[src/logic/cpuPkg.sv]
package cpuPkg;

    typedef logic [31:0] dataWord;
    typedef logic [31:0] instrWord;
    typedef logic [4:0] regIndex;
    typedef logic [5:0] memIndex;

    localparam int memWords = 64;
    localparam dataWord resetPc = 32'd100;

    localparam logic [5:0] opRType = 6'b000000;
    localparam logic [5:0] opLoad = 6'b100011;
    localparam logic [5:0] opStore = 6'b101011;

    localparam logic [5:0] funcAdd = 6'b100000;
    localparam logic [5:0] funcSub = 6'b100010;
    localparam logic [5:0] funcAnd = 6'b100100;
    localparam logic [5:0] funcOr = 6'b100101;
    localparam logic [5:0] funcXor = 6'b100110;

    typedef enum logic [3:0] {
        aluAnd = 4'b0000,
        aluOr = 4'b0001,
        aluAdd = 4'b0010,
        aluSub = 4'b0110,
        aluXor = 4'b1111
    } aluOp;

    typedef enum logic [1:0] {
        fwdReg = 2'd0,
        fwdExe = 2'd1,
        fwdMem = 2'd2
    } fwdSel;

    // shared by the execute stage and the forward path in decode
    function automatic dataWord aluCompute(aluOp fn, dataWord a, dataWord b);
        case (fn)
            aluAnd: return a & b;
            aluOr: return a | b;
            aluAdd: return a + b;
            aluSub: return a - b;
            aluXor: return a ^ b;
            default: return '0;
        endcase
    endfunction

endpackage
[src/logic/fetchStage.sv]
module fetchStage import cpuPkg::*; (
    input logic clk,
    input logic reset,
    input logic stall,
    input logic loadEnable,
    input logic loadToData,
    input memIndex loadAddr,
    input dataWord loadData,
    output dataWord pc,
    output instrWord instr
);

    instrWord imem [memWords];
    instrWord fetched;

    always_ff @(posedge clk) begin
        if (loadEnable && !loadToData) begin
            imem[loadAddr] <= loadData;
        end
    end

    // word addressed
    assign fetched = imem[pc[7:2]];

    always_ff @(posedge clk) begin
        if (reset) begin
            pc <= resetPc;
        end else if (!stall) begin
            pc <= pc + 32'd4;
        end
    end

    // IF/ID, zero decodes as a no-op
    always_ff @(posedge clk) begin
        if (reset) begin
            instr <= '0;
        end else if (!stall) begin
            instr <= fetched;
        end
    end

endmodule

[config.mk]
export PLATFORM = sky130hd
export DESIGN_NAME = fetchStage
export DESIGN_NICKNAME = d
export VERILOG_FILES = /design/src/logic/cpuPkg.sv /design/src/logic/fetchStage.sv
export SDC_FILE = /design/constraint.sdc
export NUM_CORES = 2
export LEC_CHECK = 0
export ABC_AREA = 1
export BUFFER_PORTS_ARGS = -buffer_cell sky130_fd_sc_hd__buf_2
export CORE_MARGIN = 3
export CORE_UTILIZATION = 50
export CTS_CLUSTER_DIAMETER = 100
export CTS_CLUSTER_SIZE = 16
export DETAILED_ROUTE_END_ITERATION = 10
export PLACE_DENSITY = 0.64
export SLEW_MARGIN = 20
export SYNTH_ARGS = -nofsm -noshare
export SYNTH_HDL_FRONTEND = slang
export SYNTH_SLANG_ARGS = --single-unit
[constraint.sdc]
create_clock -name clk -period 6.55 [get_ports clk]
set_input_delay 0.9825 -clock clk [delete_from_list [all_inputs] [get_ports clk]]
set_output_delay 0.9825 -clock clk [all_outputs]
set_load 0.02 [all_outputs]
# Yosys cells after proc, flatten, opt, wreduce, memory -nomap -nowiden
# Memories as Yosys holds them, arrays and structs flattened. A register that Yosys moved wholly into a read port is not among the register bits.
# Cells that the tools add are included.
# word_totals
register_bits	32
mem_bits_rw	2048
output_inout_bits	64
elab_cells	8
mem_count	1
# classes
add_sub_neg	1
muxes	2
reduce_logical	3
# mem_list
name	depth	width	read_ports	rd_ports_with_merged_regs	wr	line	text
imem	64	32	1	1	1	fetchStage.sv:13	instrWord imem [memWords];
# ops
operator	count
$add 32x3->32 const B	1
$logic_not 1->1	2
$mux 1	2
$logic_and 1x1->1	1

# Longest topological paths before layout
# logic_depth
depth_word	4
ltp_mapped	17
mapped_depth_nobuf	13

# Worst setup path after synthesis
# OpenSTA, ideal clock, no wires.
# synth_path
path_type	input to register
start	in loadEnable
end	mem imem[48][0] in the netlist's numbering, enable pin
arrival_time_ns	4.756
required_time_ns	6.047
path_slack_ns	1.291
path_stages	4
n_path_buf	0
cell_sequence	inv_1 -> nor2_1 -> nand4_1 -> nor4_1
# synth_between
elab_chain_cells	3
# synth_rtl
element	line	text
start, declared	fetchStage.sv:5	input logic loadEnable,
$logic_and 1x1->1	fetchStage.sv:17	if (loadEnable && !loadToData) begin
$mux 1	fetchStage.sv:17	
$mux 1 (not written as such)	fetchStage.sv:18	imem[loadAddr] <= loadData;
end, declared	fetchStage.sv:13	
# No other way between the ends.

# Final worst setup path
# layout_path
start	reg pc[3]
end	out pc[3]
# layout_lines
element	line	text
start, declared	fetchStage.sv:9	output dataWord pc,
start signal, assigned	fetchStage.sv:27	pc <= resetPc;
start signal, assigned	fetchStage.sv:29	pc <= pc + 32'd4;
# No word-level cell between the ends.

==> metrics.md <==
| Metric | Value |
|---|---|
| Status | `finished clean` |
| Final Hold Fails | `0` |
| Area growth, synth to finish | `8.17%` |
| Root buf cell | `clkbuf_16` |
| Xor/xnor share of the synthesized area | `0.000981` |
| Commonest non-fill, non-tap cell in the layout | `nand2_1` |
| Final setup TNS | `0 ps` |
| Mux contribution to synthesized area | `0` |
| Cell count after synthesis | `about 8600` |
| Max-cap violations | `0` |
| Core area | `~180000 µm²` |
| R2R Setup Slk | `~2600 ps` |
| DRT antenna net count | `0` |
| Starting density of the core | `0.505` |
| Die H | `around 430 µm` |
| Seq cells post-synth | `~2100` |
| Post-Synth Simple-Gate Area | `0.211` |
| Post-route clock period utilization | `0.673` |
| # rows | `around 150` |
| Placed Cells | `roughly 11000` |
| Number of hold buffers added after cts | `0` |
| Post-CTS Setup Inserts | `0` |
| Synth Area in Compound Gates | `0.0190` |
| Post-CTS resize count | `0` |
| Hold Path Class | `in -> reg` |
| Final Net Count | `~8600` |
| Hold slack | `approximately 470 ps` |
| Vias in the first global route | `between 50000 and 60000` |
| Layout cell share with drive strength beyond 1 | `0.0536` |
| CTS max path bufs | `3` |
| Detailed Place HPWL | `approximately 150000 µm` |
| Drt pass-1 iters | `8` |
| Num ports | `107` |
| Gpl congestion | `0.912` |
| CTS buffer count | `150` |
| Pin count of the biggest net entering global routing | `181` |
| Max Clock Freq | `approximately 230 MHz` |
| Final wirelength | `roughly 260000 µm` |
| Number of port buffers | `104` |
| PD cells | `271 nW/µm²` |
| Global-route usage over all layers | `0.281` |
| Distinct cells, synth | `35` |
| Post-route DRC violation count | `0` |
| Initial antenna violation count | `19` |
| Mapped cell area | `about 89000 µm²` |
| Die Area | `approximately 180000 µm²` |
| Crit path max fanout | `76` |
| Post-synthesis sequential area ratio | `0.702` |
| Minimum clock period | `about 4400 ps` |
| WP data required | `around 5600 ps` |
| Tightest Pin Transition | `1180 ps` |
| CTS tree | `done` |
| CTS sink cnt | `2110` |
| Via count | `around 60000` |
| Clock skew | `around 26 ps` |
| Detailed Route Iter0 Violations | `between 8000 and 9000` |
| Utilization after layout | `0.546` |
| Final Max Slew Viols | `0` |
| RSZ-0062 raised after global routing | `no` |
| Clock-pin slew on the worst setup and hold paths | `70 ps` |
| Crit path DAT | `about 3400 ps` |
| Worst Setup End Kind | `output pin` |
| Grt ovf | `0` |
| Commonest cells after routing, fill and taps aside | `nand2_1, edfxtp_1, inv_1` |
| Pwr Total | `26200 µW` |
| Critical path class | `reg -> out` |
| Final Instance Count excl. Fillers | `about 11000` |
| Largest family of logic cells by synthesized area | `simple AND/OR/NAND/NOR gates` |
| Startpoint types | `register` |
| Max VDD drop | `between 0.2 and 0.3 mV` |
| Synth Area in Adders | `0.000140` |
| H-tree Lvls | `4` |
| Vias/cell | `between 5 and 6` |
| Yosys warns | `0` |
| Worst-skew pair later-pin latency | `800 ps` |
| Slew headroom | `0.216` |
| Mean Syn Cell Area | `approximately 10 µm²` |
| Final setup viols | `0` |
| Die width | `roughly 430 µm` |
| First-pass GRT wire length | `377000 µm` |
| Routed wire per std cell | `24.0 µm` |
| Leakage Power | `~0.039 µW` |
==> metal layers <==
layer	up-vias	wire length (µm)	global-route usage
met5	-	122	0.00468
met4	2	15000	0.141
met3	480	25700	0.0453
met2	2938	120000	0.431
met1	28674	103000	0.390
li1	27820	-	-
==> area by class of cell <==
cell class                      instances  area [µm²]
Fill cell                           15037       80300
Sequential cell                      2110       62800
Multi-Input combinational cell       5031       21100
Clock buffer                          198        4020
Inverter                             1056        3990
Tap cell                             2340        2930
Timing Repair Buffer                  210        1620
Clock inverter                         11         138
Antenna cell                           12        30.0
==> worst paths after layout <==
kind | from | to | depth (start not counted)
min reg2reg | pc[28]$_SDFFE_PP0N_ | pc[28]$_SDFFE_PP0N_ | 2
max | pc[3]$_SDFFE_PP0N_ | pc[3] | 3
min | stall | pc[3]$_SDFFE_PP0N_ | 2
max reg2reg | pc[3]$_SDFFE_PP0N_ | instr[2]$_SDFFE_PP0N_ | 10
==> Yosys cell counts <==
cell type	n	area, µm²
nand3_1	923	4620
a211oi_1	1	7.51
nand2_1	2967	11100
a21o_1	1	7.51
nor2_2	2	12.5
a31oi_1	1	6.26
conb_1	1	3.75
clkinv_1	2	7.51
o211ai_1	10	75.1
buf_6	4	45.0
buf_2	183	916
nor4_1	9	56.3
inv_2	3	11.3
nor3b_1	1	7.51
xor2_1	7	61.3
nand4_1	15	93.8
nor3_1	4	20.0
buf_4	9	67.6
edfxtp_1	2048	61500
inv_1	1051	3950
nand4_2	1	12.5
ha_1	1	12.5
nand2_2	1	6.26
nor2_1	757	2840
a21oi_1	48	240
o21bai_1	1	7.51
o21a_1	1	7.51
dfxtp_1	62	1240
buf_1	53	199
o21ai_0	260	1300
clkbuf_1	196	736
or2_2	5	31.3
xnor2_1	3	26.3
o21ai_1	9	45.0
nor3_4	1	16.3
==> through the flow <==
step / setup WS (ps) / area, µm²
after CTS: 2150 / 96400
after floorplan: 1290 / 89300
after global placement: 2640 / 92200
final: 2140 / 96600
after global routing: 2010 / 96600
after detailed placement: 2660 / 92300
==> power by group <==
| part | leakage (µW) | switching [µW] | internal, µW |
|---|---|---|---|
| registers | 0.0189 | 93.4 | 14900 |
| clock network | 0.00201 | 4500 | 4290 |
| logic | 0.0177 | 1890 | 562 |
==> kinds of logic after synthesis <==
kind of cell	Yosys count
and+or+nand+nor	4686
AOI/OAI and AO/OA	332
xor gates and xnor gates	10
other	1
buffers and inverters	1501
DFF	2110
adders and majority gates	1
==> registers in the layout (all words and copies together), names as in the netlist <==
signal and cells:
pc 30, instr 32, imem 2048
==> worst max-delay path: stages (launching register included) <==
cell and delay [ps]:
dfxtp_4 790, buf_4 560, buf_4 820, buf_2 310
Power figures use the tool's default switching activity.
