$ cat config.mk
export PLATFORM = sky130hd
export DESIGN_NAME = memoryStage_flat
export DESIGN_NICKNAME = d
export VERILOG_FILES = /design/src/logic/cpuPkg.sv /design/src/logic/stageIf.sv /design/src/logic/memoryStage.sv /design/src/flat_wrapper.sv
export SDC_FILE = /design/constraint.sdc
export NUM_CORES = 2
export LEC_CHECK = 0
export BUFFER_PORTS_ARGS = -buffer_cell sky130_fd_sc_hd__buf_2
export CORE_MARGIN = 2
export CORE_UTILIZATION = 35
export CTS_BUF_LIST = sky130_fd_sc_hd__clkbuf_4
export DETAILED_ROUTE_END_ITERATION = 12
export PLACE_DENSITY_LB_ADDON = 0.08
export SLEW_MARGIN = 15
export SYNTH_ARGS = -nofsm -noshare
export SYNTH_HDL_FRONTEND = slang
export SYNTH_SLANG_ARGS = --single-unit
$ cat constraint.sdc
create_clock -name clk -period 4 [get_ports clk]
set_input_delay 0.2 -clock clk [delete_from_list [all_inputs] [get_ports clk]]
set_output_delay 0.2 -clock clk [all_outputs]
set_load 0.005 [all_outputs]
$ cat src/logic/cpuPkg.sv
package cpuPkg;

    typedef logic [31:0] dataWord;
    typedef logic [31:0] instrWord;
    typedef logic [4:0] regIndex;
    typedef logic [5:0] memIndex;

    localparam int memWords = 64;
    localparam dataWord resetPc = 32'd100;

    localparam logic [5:0] opRType = 6'b000000;
    localparam logic [5:0] opLoad = 6'b100011;
    localparam logic [5:0] opStore = 6'b101011;

    localparam logic [5:0] funcAdd = 6'b100000;
    localparam logic [5:0] funcSub = 6'b100010;
    localparam logic [5:0] funcAnd = 6'b100100;
    localparam logic [5:0] funcOr = 6'b100101;
    localparam logic [5:0] funcXor = 6'b100110;

    typedef enum logic [3:0] {
        aluAnd = 4'b0000,
        aluOr = 4'b0001,
        aluAdd = 4'b0010,
        aluSub = 4'b0110,
        aluXor = 4'b1111
    } aluOp;

    typedef enum logic [1:0] {
        fwdReg = 2'd0,
        fwdExe = 2'd1,
        fwdMem = 2'd2
    } fwdSel;

    // shared by the execute stage and the forward path in decode
    function automatic dataWord aluCompute(aluOp fn, dataWord a, dataWord b);
        case (fn)
            aluAnd: return a & b;
            aluOr: return a | b;
            aluAdd: return a + b;
            aluSub: return a - b;
            aluXor: return a ^ b;
            default: return '0;
        endcase
    endfunction

endpackage
$ cat src/logic/stageIf.sv


interface exeMemIf import cpuPkg::*; ();
    logic regWrite;
    logic memToReg;
    logic memWrite;
    regIndex dest;
    dataWord aluResult;
    dataWord storeData;

    modport source (output regWrite, memToReg, memWrite, dest, aluResult, storeData);
    modport sink (input regWrite, memToReg, memWrite, dest, aluResult, storeData);
    modport monitor (input regWrite, memToReg, dest);
endinterface

$ cat src/logic/memoryStage.sv
module memoryStage import cpuPkg::*; (
    input logic clk,
    input logic reset,
    exeMemIf.sink fromExe,
    input logic loadEnable,
    input logic loadToData,
    input memIndex loadAddr,
    input dataWord loadData,
    output dataWord memValue,
    output logic wbEnable,
    output regIndex wbDest,
    output dataWord wbData
);

    dataWord dmem [memWords];
    dataWord loadWord;

    // load port has priority over a store
    always_ff @(posedge clk) begin
        if (loadEnable && loadToData) begin
            dmem[loadAddr] <= loadData;
        end else if (fromExe.memWrite) begin
            dmem[fromExe.aluResult[7:2]] <= fromExe.storeData;
        end
    end

    assign loadWord = dmem[fromExe.aluResult[7:2]];
    assign memValue = fromExe.memToReg ? loadWord : fromExe.aluResult;

    // MEM/WB
    always_ff @(posedge clk) begin
        if (reset) begin
            wbEnable <= 1'b0;
        end else begin
            wbEnable <= fromExe.regWrite && fromExe.dest != '0;
        end
    end

    always_ff @(posedge clk) begin
        wbDest <= fromExe.dest;
        wbData <= memValue;
    end

endmodule

$ cat src/flat_wrapper.sv
// flat-port wrapper written by rule: the top's interface ports become plain ports
module memoryStage_flat import cpuPkg::*;
  (clk, reset, loadEnable, loadToData, loadAddr, loadData, memValue, wbEnable, wbDest, wbData, fromExe_regWrite, fromExe_memToReg, fromExe_memWrite, fromExe_dest, fromExe_aluResult, fromExe_storeData);
  exeMemIf fromExe_i ();
  input logic clk;
  input logic reset;
  input logic loadEnable;
  input logic loadToData;
  input memIndex loadAddr;
  input dataWord loadData;
  output dataWord memValue;
  output logic wbEnable;
  output regIndex wbDest;
  output dataWord wbData;
  input wire logic [$bits(fromExe_i.regWrite)-1:0] fromExe_regWrite;
  input wire logic [$bits(fromExe_i.memToReg)-1:0] fromExe_memToReg;
  input wire logic [$bits(fromExe_i.memWrite)-1:0] fromExe_memWrite;
  input wire logic [$bits(fromExe_i.dest)-1:0] fromExe_dest;
  input wire logic [$bits(fromExe_i.aluResult)-1:0] fromExe_aluResult;
  input wire logic [$bits(fromExe_i.storeData)-1:0] fromExe_storeData;
  assign fromExe_i.regWrite = fromExe_regWrite;
  assign fromExe_i.memToReg = fromExe_memToReg;
  assign fromExe_i.memWrite = fromExe_memWrite;
  assign fromExe_i.dest = fromExe_dest;
  assign fromExe_i.aluResult = fromExe_aluResult;
  assign fromExe_i.storeData = fromExe_storeData;
  memoryStage u_core (.clk(clk), .reset(reset), .fromExe(fromExe_i), .loadEnable(loadEnable), .loadToData(loadToData), .loadAddr(loadAddr), .loadData(loadData), .memValue(memValue), .wbEnable(wbEnable), .wbDest(wbDest), .wbData(wbData));
endmodule
# --- After elaboration in Yosys (flattened, before gate mapping) ---
# Memories as Yosys holds them, arrays and structs flattened.
# Cells that the tools add are included.
totals:
  memories: 1
  mem_bits_rw: 2048
  elab_cells: 17
  input_bits: 114
  ff_bits: 38
mem_list:
  columns: ["name", "depth", "width", "rd", "rd_ports_with_merged_regs", "write_ports", "line_no", "rtl"]
  rows:
  - ["u_core.dmem", 64, 32, 1, 0, 1, "memoryStage.sv:15", "dataWord dmem [memWords];"]
op_classes:
  muxes: 9
  n_reduce_logical: 4
op_table:
  columns: ["cell", "n"]
  rows:
  - ["32-bit 2-to-1 mux", 2]
  - ["32-bit OR reduction", 1]
  - ["1-bit 2-to-1 mux", 6]
  - ["6-bit 2-to-1 mux", 1]
  - ["5-bit nonzero test", 1]
  - ["1-bit logical AND", 2]

# --- Logic depth before layout (Yosys ltp) ---
depth:
  word_depth: 5
  ltp_mapped: 11

# --- Worst setup path after synthesis ---
# Ideal clock, no wire load.
synth_path:
  path_type: "input port to flip-flop"
  start: "in fromExe_aluResult[2]"
  end: "mem u_core.dmem[13][0] (netlist bit) (enable)"
  t_arrival_ps: 3266
  path_buffers: 6
  cell_stages: 11
  path_slack_ps: 313
  path_cell_list: "buf_2 > buf_6 > buf_6 > buf_6 > buf_6 > buf_6 > inv_1 > or3_1 > o21ai_0 > nand2_1 > nor2_1"
synth_between:
  elab_chain_len: 1
synth_rtl:
  columns: ["item", "line_no", "rtl"]
  rows:
  - ["start, declared", "flat_wrapper.sv:19", "input wire logic [$bits(fromExe_i.aluResult)-1:0] fromExe_aluResult;"]
  - ["6-bit 2-to-1 mux (no source line)", null, null]
  - ["end, declared", "memoryStage.sv:15", null]
# Every way passes these cells.

# --- Worst setup path after layout ---
layout_path:
  start: "mem u_core.dmem[31][2] (netlist bit)"
  end: "out memValue[2]"
layout_between:
  elab_chain_len: 2
layout_rtl:
  columns: ["item", "line_no", "rtl"]
  rows:
  - ["memory read 64 x 32 bit", null, null]
  - ["32-bit 2-to-1 mux", "memoryStage.sv:28", "assign memValue = fromExe.memToReg ? loadWord : fromExe.aluResult;"]
  - ["end, declared", "flat_wrapper.sv:11", "output dataWord memValue;"]
# Every way passes these cells.

==> results.md <==
- CP delay by family, top: multiplexers
- Simple-Gate Fraction of Synth Area: 2.26%
- Pint: 36.1 mW
- P_leak: 31.7 nW
- Most common cell after layout, fill and taps aside: edfxtp_1
- Class of the worst hold path: in -> reg
- H-tree depth: 6
- Via Count: 42,600
- Share of cells above drive strength 1: 39.5%
- Commonest cells after routing, fill and taps aside: edfxtp_1, clkbuf_4, mux4_2
- FF+latch count, synth: 2,086
- Worst path max stage delay: 0.63 ns
- Post-detail-place hpwl: 143 mm
- EDFF count, synth: 2,048
- Syn Area/Cell: 22.0 sq um
- Kind of critical path: reg -> out
- Io pins: 184
- Starting Density: 35.2%
- Routed wire length: 250 mm
- Largest family of logic cells by synthesized area: multiplexers
- YS warnings: 0
- Gpl congestion: 0.773
- Max-slew violations: 0
- Seq pwr share: 52.2%
- # Max-Cap Violations: 0
- Port bufs: 183
- Startpoint Class: flip-flop
- Synthesized area: 79,900 sq um
- Tcrit/Tclk final: 97.9%
- DR vias/cell: 5.23
- # fillers: 20,000
- CP Cell Sequence: mux4_2 > mux4_2 > nand2b_1 > o21ai_1 > buf_4 > or3_4 > buf_6
- Initial antenna violation count: 12
- Mux contribution to synthesized area: 15.7%
- Critical Path RT: 3.80 ns
- Total negative slack: 0 ns
- Fmax: 255 MHz
- First-pass iteration count of the detailed router: 6
- GR Overflow Total: 0
- Setup Viol. Count Final: 0
- Tightest Pin Transition: 1.15 ns
- Rows: 175
- Root buf cell: clkbuf_4
- Crit end category: output pin
- WL/cell: 30.6 microns
- Clk_lat worst skew: 1.36 ns
- Global-route wire length before repair: 347 mm
- Num CTS Buffers: 582
- Die area: 232,000 sq um
- Switch Pwr: 10.9 mW
- Vias in the first global route: 44,500
- Syn Nets: 3,752
- Post-synthesis sequential area ratio: 77.9%
- Arr. time, crit path: 3.71 ns
- Status: complete, no violations
- CTS tree: done
- Layout Utilization: 43.0%
- Clk sinks: 2,086
- Cells after Synth: 3,638
- VDD IR max: 0.327 mV
- Initial drt markers: 4,037
- CP Buf/Inv Count: 2
- Clock buffer depth: 4
- Compound-Gate Fraction of Synth Area: 2.72%
- Synth cell types: 51
- Fin crit period: 3.91 ns
- Max-slew headroom: 23.3%
- Clock power frac: 40.6%
- Final hold violations: 0
- P per Cell Area: 482 nW/um^2
- Ys flop type: edfxtp_1
- Core ar.: 227,000 sq um
- Critical Path Fanout Max: 2
- RSZ-0062 raised after global routing: true
- Cell mode on critical path: mux4_2
- Total Nets Final: 4,843
- Xor/xnor cell area share of the yosys netlist: 0%
- Switching portion of total power: 23.2%
- Die X-Extent: 482 microns
- Synth-to-layout area growth: 22.1%
- Synth async-reset ratio: 0%
- GRT Util Overall: 21.5%
- DRT antenna net count: 0
- Largest net degree at the start of global routing: 65
- Residual DRC count: 0
- Comb power frac: 7.2%
- Clk slew on worst S/H paths: 0.07 ns
- Adder-Cell Fraction of Synth Area: 0%
- Die Ht: 482 microns
- Crit path max-delay cell type: mux4_2
- Worst Skew: 0.0753 ns
[synthesized netlist by cell type, types with 3 or more instances]
| library cell | count | area share (%) |
|---|---|---|
| o221ai_1 | 3 | 0.033 |
| inv_1 | 3 | 0.014 |
| a22oi_1 | 119 | 1.1 |
| nand2_1 | 140 | 0.66 |
| a2111o_1 | 22 | 0.31 |
| buf_4 | 32 | 0.30 |
| nor2_1 | 86 | 0.40 |
| mux2i_1 | 206 | 2.6 |
| and3_1 | 3 | 0.023 |
| clkbuf_1 | 96 | 0.45 |
| edfxtp_1 | 2048 | 77 |
| a22o_1 | 24 | 0.26 |
| a2111oi_0 | 4 | 0.044 |
| or3_1 | 4 | 0.031 |
| a31oi_1 | 35 | 0.27 |
| nor3b_1 | 3 | 0.028 |
| buf_2 | 34 | 0.21 |
| nor2b_1 | 60 | 0.47 |
| nor3_1 | 3 | 0.019 |
| dfxtp_1 | 38 | 0.95 |
| o21ai_0 | 10 | 0.063 |
| buf_6 | 21 | 0.30 |
| nand3b_1 | 3 | 0.028 |
| a211oi_1 | 6 | 0.056 |
| nand2b_1 | 9 | 0.070 |
| nand3_1 | 76 | 0.48 |
| a221oi_1 | 25 | 0.27 |
| mux4_2 | 465 | 13 |
| buf_1 | 19 | 0.089 |
| a21oi_1 | 10 | 0.063 |
[cell families after synthesis]
| logic type | after synthesis |
|---|---|
| multiplexers | 673 |
| AND/OR/NAND/NOR | 392 |
| flip-flops | 2086 |
| buffers and inverters | 207 |
| AO/OA/AOI/OAI | 280 |
[per-stage QoR]
step	hold WS [ns]	area, sq um	total power, mW	cells	setup slack (ns)
final	0.131	97600	47.1	8146	0.0852
after global routing	0.00853	97600	49.1	8143	-0.0911
after CTS	0.00288	97500	47.8	8140	-0.153
after detailed placement	0.316	87400	28.1	6926	0.364
after global placement	0.314	87400	28.1	6926	0.281
after floorplan	0.228	79900	26.6	3638	0.313
[area by class of cell]
type | count | area, sq um | area share, %
antenna | 6 | 15.0 | 0.0154
multi-input combinational | 1345 | 17600 | 18.1
sequential | 2086 | 62300 | 63.8
clock inverter | 107 | 597 | 0.612
clock buffer | 879 | 6600 | 6.76
inverter | 5 | 18.8 | 0.0192
timing repair buffer | 709 | 6670 | 6.84
tap | 3009 | 3760 | 3.86
[flip-flops by register name, summed over array words and instances, names as in the netlist]
| signal | cells |
|---|---|
| u_core.wbData | 32 |
| u_core.wbDest | 5 |
| u_core.wbEnable | 1 |
| u_core.dmem | 2048 |
[power by group through the flow]
stage / clock (mW) / combinational, mW / sequential, mW
final: 19.1 / 3.38 / 24.6
after global placement: 0 / 3.03 / 25.0
after floorplan: 0 / 1.56 / 25.1
after CTS: 19.8 / 3.42 / 24.6
after detailed placement: 0 / 3.05 / 25.0
after global routing: 20.9 / 3.58 / 24.6
[worst reg2reg max path: cells and delay by family (launching register included)]
| kind | cells | cell delay, ns |
|---|---|---|
| and+or+nand+nor | 2 | 0.51 |
| buffers and inverters | 2 | 0.79 |
| DFF | 1 | 0.37 |
| muxes | 2 | 1.11 |
| AOI/OAI and AO/OA | 1 | 0.06 |
[what timing repair did]
item                                    4_1_cts  5_1_grt
pin swaps                                    18        7
setup buffers                                 1        0
resized for setup                            66        6
hold buffers                                229        0
hold endpoints to repair                   3553        0
endpoints found under the setup margin       25       11
[per-layer routing]
metal	up-vias	routed length (microns)	GRT usage, %
li1	18000	-	-
met1	23000	110000	29.8
met2	1402	122000	35.1
met3	294	13300	3.90
met4	2	3980	5.44
met5	-	13	0
[worst paths after layout]
kind | from | end | slack [ns] | cells after the start
min | fromExe_memToReg | u_core.wbData[4] | 0.13 | 4
min reg2reg | u_core.dmem[62][3] | u_core.wbData[3] | 1.08 | 4
max reg2reg | u_core.dmem[31][2] | u_core.wbData[2] | 0.99 | 7
max | u_core.dmem[31][2] | memValue[2] | 0.09 | 7
(Power assumes the default switching activity.)
