$ cat src/logic/cpuPkg.sv
package cpuPkg;

    typedef logic [31:0] dataWord;
    typedef logic [31:0] instrWord;
    typedef logic [4:0] regIndex;
    typedef logic [5:0] memIndex;

    localparam int memWords = 64;
    localparam dataWord resetPc = 32'd100;

    localparam logic [5:0] opRType = 6'b000000;
    localparam logic [5:0] opLoad = 6'b100011;
    localparam logic [5:0] opStore = 6'b101011;

    localparam logic [5:0] funcAdd = 6'b100000;
    localparam logic [5:0] funcSub = 6'b100010;
    localparam logic [5:0] funcAnd = 6'b100100;
    localparam logic [5:0] funcOr = 6'b100101;
    localparam logic [5:0] funcXor = 6'b100110;

    typedef enum logic [3:0] {
        aluAnd = 4'b0000,
        aluOr = 4'b0001,
        aluAdd = 4'b0010,
        aluSub = 4'b0110,
        aluXor = 4'b1111
    } aluOp;

    typedef enum logic [1:0] {
        fwdReg = 2'd0,
        fwdExe = 2'd1,
        fwdMem = 2'd2
    } fwdSel;

    // shared by the execute stage and the forward path in decode
    function automatic dataWord aluCompute(aluOp fn, dataWord a, dataWord b);
        case (fn)
            aluAnd: return a & b;
            aluOr: return a | b;
            aluAdd: return a + b;
            aluSub: return a - b;
            aluXor: return a ^ b;
            default: return '0;
        endcase
    endfunction

endpackage
$ cat src/logic/stageIf.sv
interface idExeIf import cpuPkg::*; ();
    logic regWrite;
    logic memToReg;
    logic memWrite;
    aluOp aluFn;
    logic aluSrcImm;
    regIndex dest;
    dataWord opA, opB, imm;

    modport source (output regWrite, memToReg, memWrite, aluFn, aluSrcImm, dest, opA, opB, imm);
    modport sink (input regWrite, memToReg, memWrite, aluFn, aluSrcImm, dest, opA, opB, imm);
    // decode recomputes the execute result from these
    modport monitor (input regWrite, memToReg, aluFn, aluSrcImm, dest, opA, opB, imm);
endinterface

interface exeMemIf import cpuPkg::*; ();
    logic regWrite;
    logic memToReg;
    logic memWrite;
    regIndex dest;
    dataWord aluResult;
    dataWord storeData;

    modport source (output regWrite, memToReg, memWrite, dest, aluResult, storeData);
    modport sink (input regWrite, memToReg, memWrite, dest, aluResult, storeData);
    modport monitor (input regWrite, memToReg, dest);
endinterface

$ cat src/logic/executeStage.sv
module executeStage import cpuPkg::*; (
    input logic clk,
    input logic reset,
    idExeIf.sink fromDec,
    exeMemIf.source toMem
);

    dataWord operandB;
    dataWord result;

    assign operandB = fromDec.aluSrcImm ? fromDec.imm : fromDec.opB;
    assign result = aluCompute(fromDec.aluFn, fromDec.opA, operandB);

    always_ff @(posedge clk) begin
        if (reset) begin
            toMem.regWrite <= 1'b0;
            toMem.memToReg <= 1'b0;
            toMem.memWrite <= 1'b0;
        end else begin
            toMem.regWrite <= fromDec.regWrite;
            toMem.memToReg <= fromDec.memToReg;
            toMem.memWrite <= fromDec.memWrite;
        end
    end

    // opB still holds rt, which is the store data
    always_ff @(posedge clk) begin
        toMem.dest <= fromDec.dest;
        toMem.aluResult <= result;
        toMem.storeData <= fromDec.opB;
    end

endmodule

$ cat src/flat_wrapper.sv
// flat-port wrapper written by rule: the top's interface ports become plain ports
module executeStage_flat import cpuPkg::*;
  (clk, reset, fromDec_regWrite, fromDec_memToReg, fromDec_memWrite, fromDec_aluFn, fromDec_aluSrcImm, fromDec_dest, fromDec_opA, fromDec_opB, fromDec_imm, toMem_regWrite, toMem_memToReg, toMem_memWrite, toMem_dest, toMem_aluResult, toMem_storeData);
  idExeIf fromDec_i ();
  exeMemIf toMem_i ();
  input logic clk;
  input logic reset;
  input wire logic [$bits(fromDec_i.regWrite)-1:0] fromDec_regWrite;
  input wire logic [$bits(fromDec_i.memToReg)-1:0] fromDec_memToReg;
  input wire logic [$bits(fromDec_i.memWrite)-1:0] fromDec_memWrite;
  input wire logic [$bits(fromDec_i.aluFn)-1:0] fromDec_aluFn;
  input wire logic [$bits(fromDec_i.aluSrcImm)-1:0] fromDec_aluSrcImm;
  input wire logic [$bits(fromDec_i.dest)-1:0] fromDec_dest;
  input wire logic [$bits(fromDec_i.opA)-1:0] fromDec_opA;
  input wire logic [$bits(fromDec_i.opB)-1:0] fromDec_opB;
  input wire logic [$bits(fromDec_i.imm)-1:0] fromDec_imm;
  output wire logic [$bits(toMem_i.regWrite)-1:0] toMem_regWrite;
  output wire logic [$bits(toMem_i.memToReg)-1:0] toMem_memToReg;
  output wire logic [$bits(toMem_i.memWrite)-1:0] toMem_memWrite;
  output wire logic [$bits(toMem_i.dest)-1:0] toMem_dest;
  output wire logic [$bits(toMem_i.aluResult)-1:0] toMem_aluResult;
  output wire logic [$bits(toMem_i.storeData)-1:0] toMem_storeData;
  assign fromDec_i.regWrite = fromDec_regWrite;
  assign fromDec_i.memToReg = fromDec_memToReg;
  assign fromDec_i.memWrite = fromDec_memWrite;
  assign fromDec_i.aluFn = fromDec_aluFn;
  assign fromDec_i.aluSrcImm = fromDec_aluSrcImm;
  assign fromDec_i.dest = fromDec_dest;
  assign fromDec_i.opA = fromDec_opA;
  assign fromDec_i.opB = fromDec_opB;
  assign fromDec_i.imm = fromDec_imm;
  assign toMem_regWrite = toMem_i.regWrite;
  assign toMem_memToReg = toMem_i.memToReg;
  assign toMem_memWrite = toMem_i.memWrite;
  assign toMem_dest = toMem_i.dest;
  assign toMem_aluResult = toMem_i.aluResult;
  assign toMem_storeData = toMem_i.storeData;
  executeStage u_core (.clk(clk), .reset(reset), .fromDec(fromDec_i), .toMem(toMem_i));
endmodule
$ cat config.mk
export PLATFORM = sky130hd
export DESIGN_NAME = executeStage_flat
export DESIGN_NICKNAME = d
export VERILOG_FILES = /design/src/logic/cpuPkg.sv /design/src/logic/stageIf.sv /design/src/logic/executeStage.sv /design/src/flat_wrapper.sv
export SDC_FILE = /design/constraint.sdc
export NUM_CORES = 1
export LEC_CHECK = 0
export BUFFER_PORTS_ARGS = -buffer_cell sky130_fd_sc_hd__buf_2
export CAP_MARGIN = 25
export CORE_ASPECT_RATIO = 0.7
export CORE_UTILIZATION = 58
export CTS_BUF_LIST = sky130_fd_sc_hd__clkbuf_8
export CTS_CLUSTER_SIZE = 10
export DETAILED_ROUTE_END_ITERATION = 8
export PLACE_DENSITY_LB_ADDON = 0.08
export SYNTH_ARGS = -nofsm -noshare
export SYNTH_HDL_FRONTEND = slang
export SYNTH_SLANG_ARGS = --single-unit
$ cat constraint.sdc
create_clock -name clk -period 16.8 [get_ports clk]
set_input_delay 2.52 -clock clk [delete_from_list [all_inputs] [get_ports clk]]
set_output_delay 2.52 -clock clk [all_outputs]
set_load 0.02 [all_outputs]
# After elaboration in Yosys (flattened, before gate mapping)
# Cells that the tools add are included.
# op_classes
reduce_logical	1
shifts	0
multipliers	0
mux	2
n_eq_ne	4
bitwise_logic	3
div	0
n_lt_le_gt_ge	0
add_sub_neg	2
# op_table
operator	count
32-bit one-hot mux with 5 select lines	1
32-bit adder	1
32-bit bitwise AND	1
32-bit 2-to-1 mux	1
32-bit bitwise OR	1
32-bit subtractor	1
32-bit XOR	1
4-bit by 1-bit equality test with 1-bit output (second input constant)	1
4-bit by 2-bit equality test with 1-bit output (second input constant)	1
4-bit by 3-bit equality test with 1-bit output (second input constant)	1
4-bit equality test (second input constant)	1
4-bit logical NOT	1
# totals
memories	0
output_inout_bits	72
ff_bits	72
wordCells	18
ramBits	0
latch_bits	0
mem_bits_ro	0

# Depth between registers and ports, before layout
# Gate-level depths: netlist of the first run.
# logic_depth
word_depth	3
ltp_mapped	25
ltp_nobuf	19

# Worst setup path before layout of the first run
# No wires, ideal clock.
# synth_path
path_type	input-to-reg
from	input port fromDec_aluSrcImm
to	register u_core.toMem.aluResult[28]
arrival_ns	7.236
setup_slack_ns	9.442
path_buffers	6
setup_ns	0.122
path_stages	23
cell_sequence	buf_6 > buf_4 > buf_2 > buf_2 > buf_1 > mux2i_1 > ha_1 > o21ai_0 > nor3_1 > and2_1 > nand2_1 > nor3_1 > a31oi_1 > xnor2_1 > ha_1 > clkbuf_1 > nand3_1 > or2_0 > o221a_2 > o21ai_0 > a31oi_1 > xnor2_1 > a221o_1
# synth_between
elab_chain_cells	3
word_cells_on_any_way	7
classes_between	add/sub: 2; mux: 2; bitwise: 3
# synth_rtl
element	line_no	text
start: declaration	flat_wrapper.sv:12	input wire logic [$bits(fromDec_i.aluSrcImm)-1:0] fromDec_aluSrcImm;
32-bit 2-to-1 mux (*)	executeStage.sv:11	assign operandB = fromDec.aluSrcImm ? fromDec.imm : fromDec.opB;
32-bit subtractor (tied with other cells)	cpuPkg.sv:41	aluSub: return a - b;
32-bit one-hot mux with 5 select lines (*)	cpuPkg.sv:37	case (fn)
net u_core.result[28]	executeStage.sv:9	dataWord result;
end signal: assignment	executeStage.sv:29	toMem.aluResult <= result;
end: declaration	stageIf.sv:24	modport source (output regWrite, memToReg, memWrite, dest, aluResult, storeData);
# The timed path passes the listed nets; every way through them passes the cells marked *.
# A chain may end at the register's enable or synchronous reset.

# Final worst setup path of the first run
# layout_path
from	input port fromDec_aluSrcImm
to	register u_core.toMem.aluResult[30]
# Same word-level chain as after synthesis.

==> results of run 1 <==
-- metrics by stage --
stage	instances	total power [mW]	instance area (µm²)	setup WS (ps)
global placement	949	0.387	6760	9310
floorplan	661	0.330	5770	9440
finish	964	0.530	6950	9310
detailed placement	949	0.393	6760	9100
global route	964	0.561	6950	8980
CTS	964	0.531	6950	9450
-- path summary, 6_finish.rpt --
check / cells past startpoint / start / endpoint
hold / removal: 1 / fromDec_dest[3] / u_core.toMem.dest[3]
setup / recovery: 21 / fromDec_aluSrcImm / u_core.toMem.aluResult[30]
-- report_power, final --
group / internal (mW) / switching, mW / total, mW
registers: 0.184 / 0.00315 / 0.187
clock network: 0.0672 / 0.0702 / 0.137
logic: 0.0822 / 0.124 / 0.206
-- per-layer routing --
metal,vias to the layer above,GRT usage [%],part of all wire [%],routed length [µm]
li1,2718,-,-,-
met1,2686,44.5,46,7710
met2,313,52.0,43,7180
met3,17,6.72,9.5,1580
met4,0,7.63,1.1,176
met5,-,0,0,0
-- cell families after synthesis --
logic type                 count (synthesis)
buffers and inverters                     98
muxes                                     33
DFF                                       72
and+or+nand+nor                          129
adders and majority gates                 97
xor gates and xnor gates                  55
AOI/OAI and AO/OA                        177
-- synth_stat cells, types with 3 or more instances --
cell,n
o221ai_1,19
o21ai_0,32
a21o_1,14
nand2_1,36
xor2_1,11
clkbuf_1,19
xnor2_1,43
nand3_1,10
a31oi_1,7
or4b_1,3
ha_1,96
a22oi_1,20
nor2_1,30
a222oi_1,3
mux2_2,4
nor2b_1,8
buf_1,3
and3_1,3
dfxtp_1,72
nand2b_1,7
and2_1,5
o31ai_1,6
nor3_1,8
a221oi_1,6
mux2i_1,27
a41oi_1,4
o211ai_1,5
a21oi_1,37
or4_1,3
inv_1,70
-- sequential cells by signal (all words and copies together), names as in the netlist --
signal and flops:
u_core.toMem.regWrite 1, u_core.toMem.storeData 32, u_core.toMem.dest 5, u_core.toMem.aluResult 32
u_core.toMem.memWrite 1, u_core.toMem.memToReg 1
-- layout make-up --
cell class                 count  area, µm²
clock inverter                 6       61.3
inverter                      72        270
tap                          128        160
fill                         773       2740
clock buffer                   9        124
multi-input combinational    491       3950
sequential                    72       1440
timing repair buffer         186        941
==> results.json, run 1 <==
{
  "clockBufferDepth": 2,
  "crit_path_start_kind": "input pin",
  "antenna_cells": 0,
  "final_cell_mix": "buf_2 (182), ha_1 (96), dfxtp_1 (72), inv_1 (70), xnor2_1 (43)",
  "critical_path.max_stage_delay_ps": 650,
  "final_hold_viol_count": 0,
  "grtUsageTotal_pct": 32.4,
  "hold_ws_ps": 2250,
  "synth.top_cell.area_share_pct": 25.0,
  "synth_area_per_cell_um2": 8.72,
  "synth_top_area_cell": "dfxtp_1",
  "maxCapViolCount": 0,
  "synth.distinct_cells": 69,
  "path_class": "input pin to register",
  "cp.arrival_ps": 7700,
  "synth_area_um2": 5770,
  "portBuffers": 182,
  "routed_wl_um": 16700,
  "cp_cell_sequence": "buf_2, buf_4, mux2i_1, ha_1, o21ai_0, nor3_1, and2_1, nand2_1, nor3_1, nor2_1, xnor2_1, ha_1, a21o_1, a21o_1, a21oi_1, o221a_2, o21ai_0, a31oi_1, o21ai_1, xnor2_1, o221ai_1",
  "required_ps": 17010,
  "path_clk_slew_ps": 80,
  "power_density_nw_per_um2": 76.4,
  "fin_crit_ps": 7490,
  "drcViolationCount": 0,
  "grt_overflow": 0,
  "place.gp.congestion": 0.980,
  "die_w_um": 121,
  "synth_nets": 869,
  "root_buffer": "clkbuf_8",
  "synth_compound_area_share_pct": 21.2,
  "firstDrtPassIters": 5,
  "initial_core_util_pct": 59.5,
  "synth-simple-area-share_pct": 11.6,
  "final_common_cell": "buf_2",
  "synthXorXnorAreaFrac_pct": 8.49,
  "synth_fa_ha_area_share_pct": 21.2,
  "antenna_found_initial": 0,
  "finalMaxSlewViolations": 0,
  "grt_pass1_wl_um": 26400,
  "dp_hpwl_um": 12700,
  "path_delay_family": "compound AO/OA/AOI/OAI gates",
  "drive_above_1_share_pct": 26.2,
  "cp_num_buf_inv": 2,
  "ant_nets": 0,
  "leakage_nw": 3.56,
  "worstMarginPinSlew_ps": 840,
  "grt_max_degree": 47,
  "setup_tns_ps": 0,
  "hp-class": "input pin to register",
  "area_delta_synth_final_pct": 20.5,
  "rsz0062_at_grt": "no",
  "setup_viol": 0,
  "dieArea_um2": 10300,
  "wl_per_cell_um": 17.3,
  "chipHeight_um": 85.4,
  "vdd_ir_drop_max_uv": 59.1,
  "final_nets": 1040,
  "io_pins": 183,
  "core-area_um2": 9680,
  "grt_pass1_vias": 5395,
  "critPathCaptureType": "register",
  "synth_top_family_by_area": "compound AO/OA/AOI/OAI gates",
  "row_count": 30,
  "cts_hold_buf": 0,
  "synth_area_leaders": "dfxtp_1 (25%), ha_1 (21%), xnor2_1 (6.5%), mux2i_1 (4.7%), inv_1 (4.6%)",
  "drt_iter0_markers": 398,
  "ys_seq_area_share_pct": 25.0,
  "fin_util_pct": 71.7,
  "cts_resized": 0,
  "synthMuxAreaShare_pct": 5.90,
  "finalCritPeriodShare_pct": 44.6,
  "crit_fanout": 46,
  "cts_made_buffers": 9,
  "cts_tree": "done",
  "slowest_stage": "nor3_1",
  "cts.sinks": 72,
  "post_cts_buffers": 0,
  "netlist_instances": 661,
  "h-tree-depth": 3,
  "routed_via_density": 5.95,
  "async_reset_ff_share_pct": 0,
  "yosys_warnings": 0,
  "vias": 5734,
  "synth_flop_cell": "dfxtp_1",
  "fmax_ghz": 0.134,
  "relSlewSlack_pct": 44.0,
  "status": "finished, final reports clean",
  "synth_seq_cells": 72,
  "synth_edf_count": 0
}
Power figures use the tool's default switching activity.
==> run 2: changes to the inputs <==
ABC_AREA = 1   (was unset)
CORE_UTILIZATION = 50   (was 58)
clock period = 6.4 ns   (was 16.8 ns; I/O delays follow)
==> results.json, run 2 <==
{
  "status": "finished, final reports clean",
  "slowest_stage": "inv_1",
  "cp.arrival_ps": 5050,
  "seqCellArea_um2": 1440,
  "antenna_found_initial": 0,
  "cp_cell_sequence": "buf_2, nor3_4, inv_2, nor2_1, inv_1, nand2_1, o21ai_0, xor2_1, ha_1, a21oi_1, o21ai_0, a31oi_1, nor2_1, nor2_1, nor2_1, o21ai_0",
  "synth_area_per_cell_um2": 6.55,
  "fin_crit_ps": 4810,
  "crit_start": "fromDec_aluFn[0]",
  "io_pins": 183,
  "cts_tree": "done",
  "setup_viol": 0,
  "grt_max_degree": 35,
  "yosysMostFrequentCell": "nand2_1",
  "post_cts_buffers": 0,
  "grtUsageTotal_pct": 32.0,
  "cts_hold_buf": 0,
  "synth.top_cell.area_share_pct": 21.3,
  "vias": 7252,
  "synth_commonest_cells": "nand2_1 (293), inv_1 (140), nor2_1 (111)",
  "rsz0062_at_grt": "no",
  "firstDrtPassIters": 7,
  "wl_per_cell_um": 15.7,
  "place.gp.congestion": 0.930,
  "drcViolationCount": 0,
  "maxCapViolCount": 0,
  "min_to": "u_core.toMem.dest[2]",
  "final_cell_mix": "nand2_1 (293), buf_2 (182), inv_1 (141), nor2_1 (111), ha_1 (96)",
  "routed_via_density": 5.18,
  "root_buffer": "clkbuf_8",
  "synth_seq_cells": 72,
  "min-delay-start": "fromDec_dest[2]",
  "row_count": 35,
  "portBuffers": 182,
  "worstMarginPinSlew_ps": 898,
  "initial_core_util_pct": 51.4,
  "hold_ws_ps": 687,
  "critPathCaptureType": "register",
  "die_w_um": 141,
  "grt_pass1_vias": 6464,
  "final_hold_viol_count": 0,
  "ant_nets": 0,
  "crit_fanout": 29,
  "dp_hpwl_um": 18000,
  "grt_pass1_wl_um": 34100,
  "stdcell_count": 1399,
  "cts_resized": 0,
  "antenna_cells": 0,
  "h-tree-depth": 3,
  "finalMaxSlewViolations": 0,
  "synth.distinct_cells": 43,
  "cts.sinks": 72,
  "synth_area_um2": 6780,
  "ys_seq_area_share_pct": 21.3,
  "path_class": "input pin to register",
  "synth_nets": 1242,
  "area_delta_synth_final_pct": 18.9,
  "dieArea_um2": 14000,
  "critical_path.max_stage_delay_ps": 630,
  "leakage_nw": 4.56,
  "chipHeight_um": 99.4,
  "dpl.cell_count": 1383,
  "holdPathStages": 1,
  "path_clk_slew_ps": 90,
  "multi_input_area_um2": 4640,
  "power_density_nw_per_um2": 194,
  "crit_path_frequent_cell": "nor2_1",
  "required_ps": 6640,
  "netlist_instances": 1034,
  "fmax_ghz": 0.208,
  "core-area_um2": 13200,
  "synth_flop_cell": "dfxtp_1",
  "final_nets": 1417,
  "setup_tns_ps": 0,
  "clockBufferDepth": 2,
  "drt_iter0_markers": 672,
  "synth_edf_count": 0,
  "grt_overflow": 0,
  "cts_made_buffers": 9,
  "synth_area_leaders": "dfxtp_1 (21%), ha_1 (18%), nand2_1 (16%), inv_1 (7.8%), nor2_1 (6.1%)",
  "async_reset_ff_share_pct": 0,
  "vdd_ir_drop_max_uv": 113,
  "finalCritPeriodShare_pct": 75.2,
  "routed_wl_um": 22000,
  "relSlewSlack_pct": 40.1,
  "top_regs": "u_core.toMem.aluResult x32, u_core.toMem.storeData x32, u_core.toMem.dest x5",
  "yosys_warnings": 0,
  "synth_top_area_cell": "dfxtp_1",
  "n_fill_cell": 1307,
  "final_common_cell": "nand2_1",
  "hp-class": "input pin to register",
  "crit_path_start_kind": "input pin",
  "drive_above_1_share_pct": 22.2
}
[run 2: changes by cell type in the layout (fill, tap and decap cells not counted), sizes merged, moves of 19 or more]
cell / before / now
a22oi: 20 / 0
inv: 72 / 150
mux2i: 28 / 0
nand2: 36 / 321
nand3: 10 / 48
nor2: 30 / 124
o221ai: 19 / 0
xnor2: 44 / 1
[run 2: logic make-up (layout without fill, tap and decap cells)]
| kind of cell | count (synthesis) | count (layout) | synth area share (%) |
|---|---|---|---|
| xor gates and xnor gates | 29 | 29 | 3.75 |
| buffers and inverters | 169 | 349 | 10.2 |
| AOI/OAI and AO/OA | 126 | 126 | 11.5 |
| DFF | 72 | 72 | 21.3 |
| and+or+nand+nor | 541 | 541 | 35.2 |
| adders and majority gates | 97 | 97 | 18.0 |
[run 2: worst max-delay path by stage]
| stage | cells after the start | to | slack [ps] |
|---|---|---|---|
| 3_5_place_dp | 18 | u_core.toMem.aluResult[17] | 1330 |
| 2_1_floorplan | 24 | u_core.toMem.aluResult[25] | 2760 |
| 5_1_grt | 18 | u_core.toMem.aluResult[17] | 1270 |
| 3_3_place_gp | 18 | u_core.toMem.aluResult[17] | 1370 |
| 4_1_cts | 18 | u_core.toMem.aluResult[17] | 1720 |
| 6_report | 16 | u_core.toMem.aluResult[16] | 1590 |
[run 2: worst max-delay path, delay by kind of cell]
family                   cells  cell delay (ps)
AO/OA/AOI/OAI                5             1160
XOR/XNOR                     1              260
adder cells (fa/ha/maj)      1              320
buffers and inverters        3              910
AND/OR/NAND/NOR              6             1420
[run 2: through the flow]
step / utilization (%) / setup WS, ps / cell area (µm²) / power, mW
finish: 61.1 / 1590 / 8050 / 1.56
global route: 61.1 / 1270 / 8050 / 1.66
CTS: 61.1 / 1720 / 8050 / 1.56
detailed placement: 59.3 / 1330 / 7810 / 1.09
global placement: 59.3 / 1370 / 7810 / 1.09
floorplan: - / 2760 / 6780 / 0.904
[run 2: metal layers]
layer  vias up  global-route usage [%]  share of wire [%]
li1       3657                       -                  -
met1      3230                    48.4                 49
met2       344                    45.5                 39
met3        21                    7.41                 11
met4         0                    6.27               0.98
met5         -                       0                  0
[run 2: area by class of cell]
type / count / share of cell area [%]
timing repair buffer: 186 / 11.7
multi-input combinational: 793 / 57.6
inverter: 147 / 6.91
clock inverter: 7 / 1.48
clock buffer: 9 / 1.54
tap: 185 / 2.87
sequential: 72 / 17.9
[run 2: report_power, final]
part | leakage [nW] | internal (mW) | switching [mW]
Sequential | 0.601 | 0.481 | 0.00801
Clock | 0.122 | 0.261 | 0.202
Combinational | 3.83 | 0.203 | 0.408
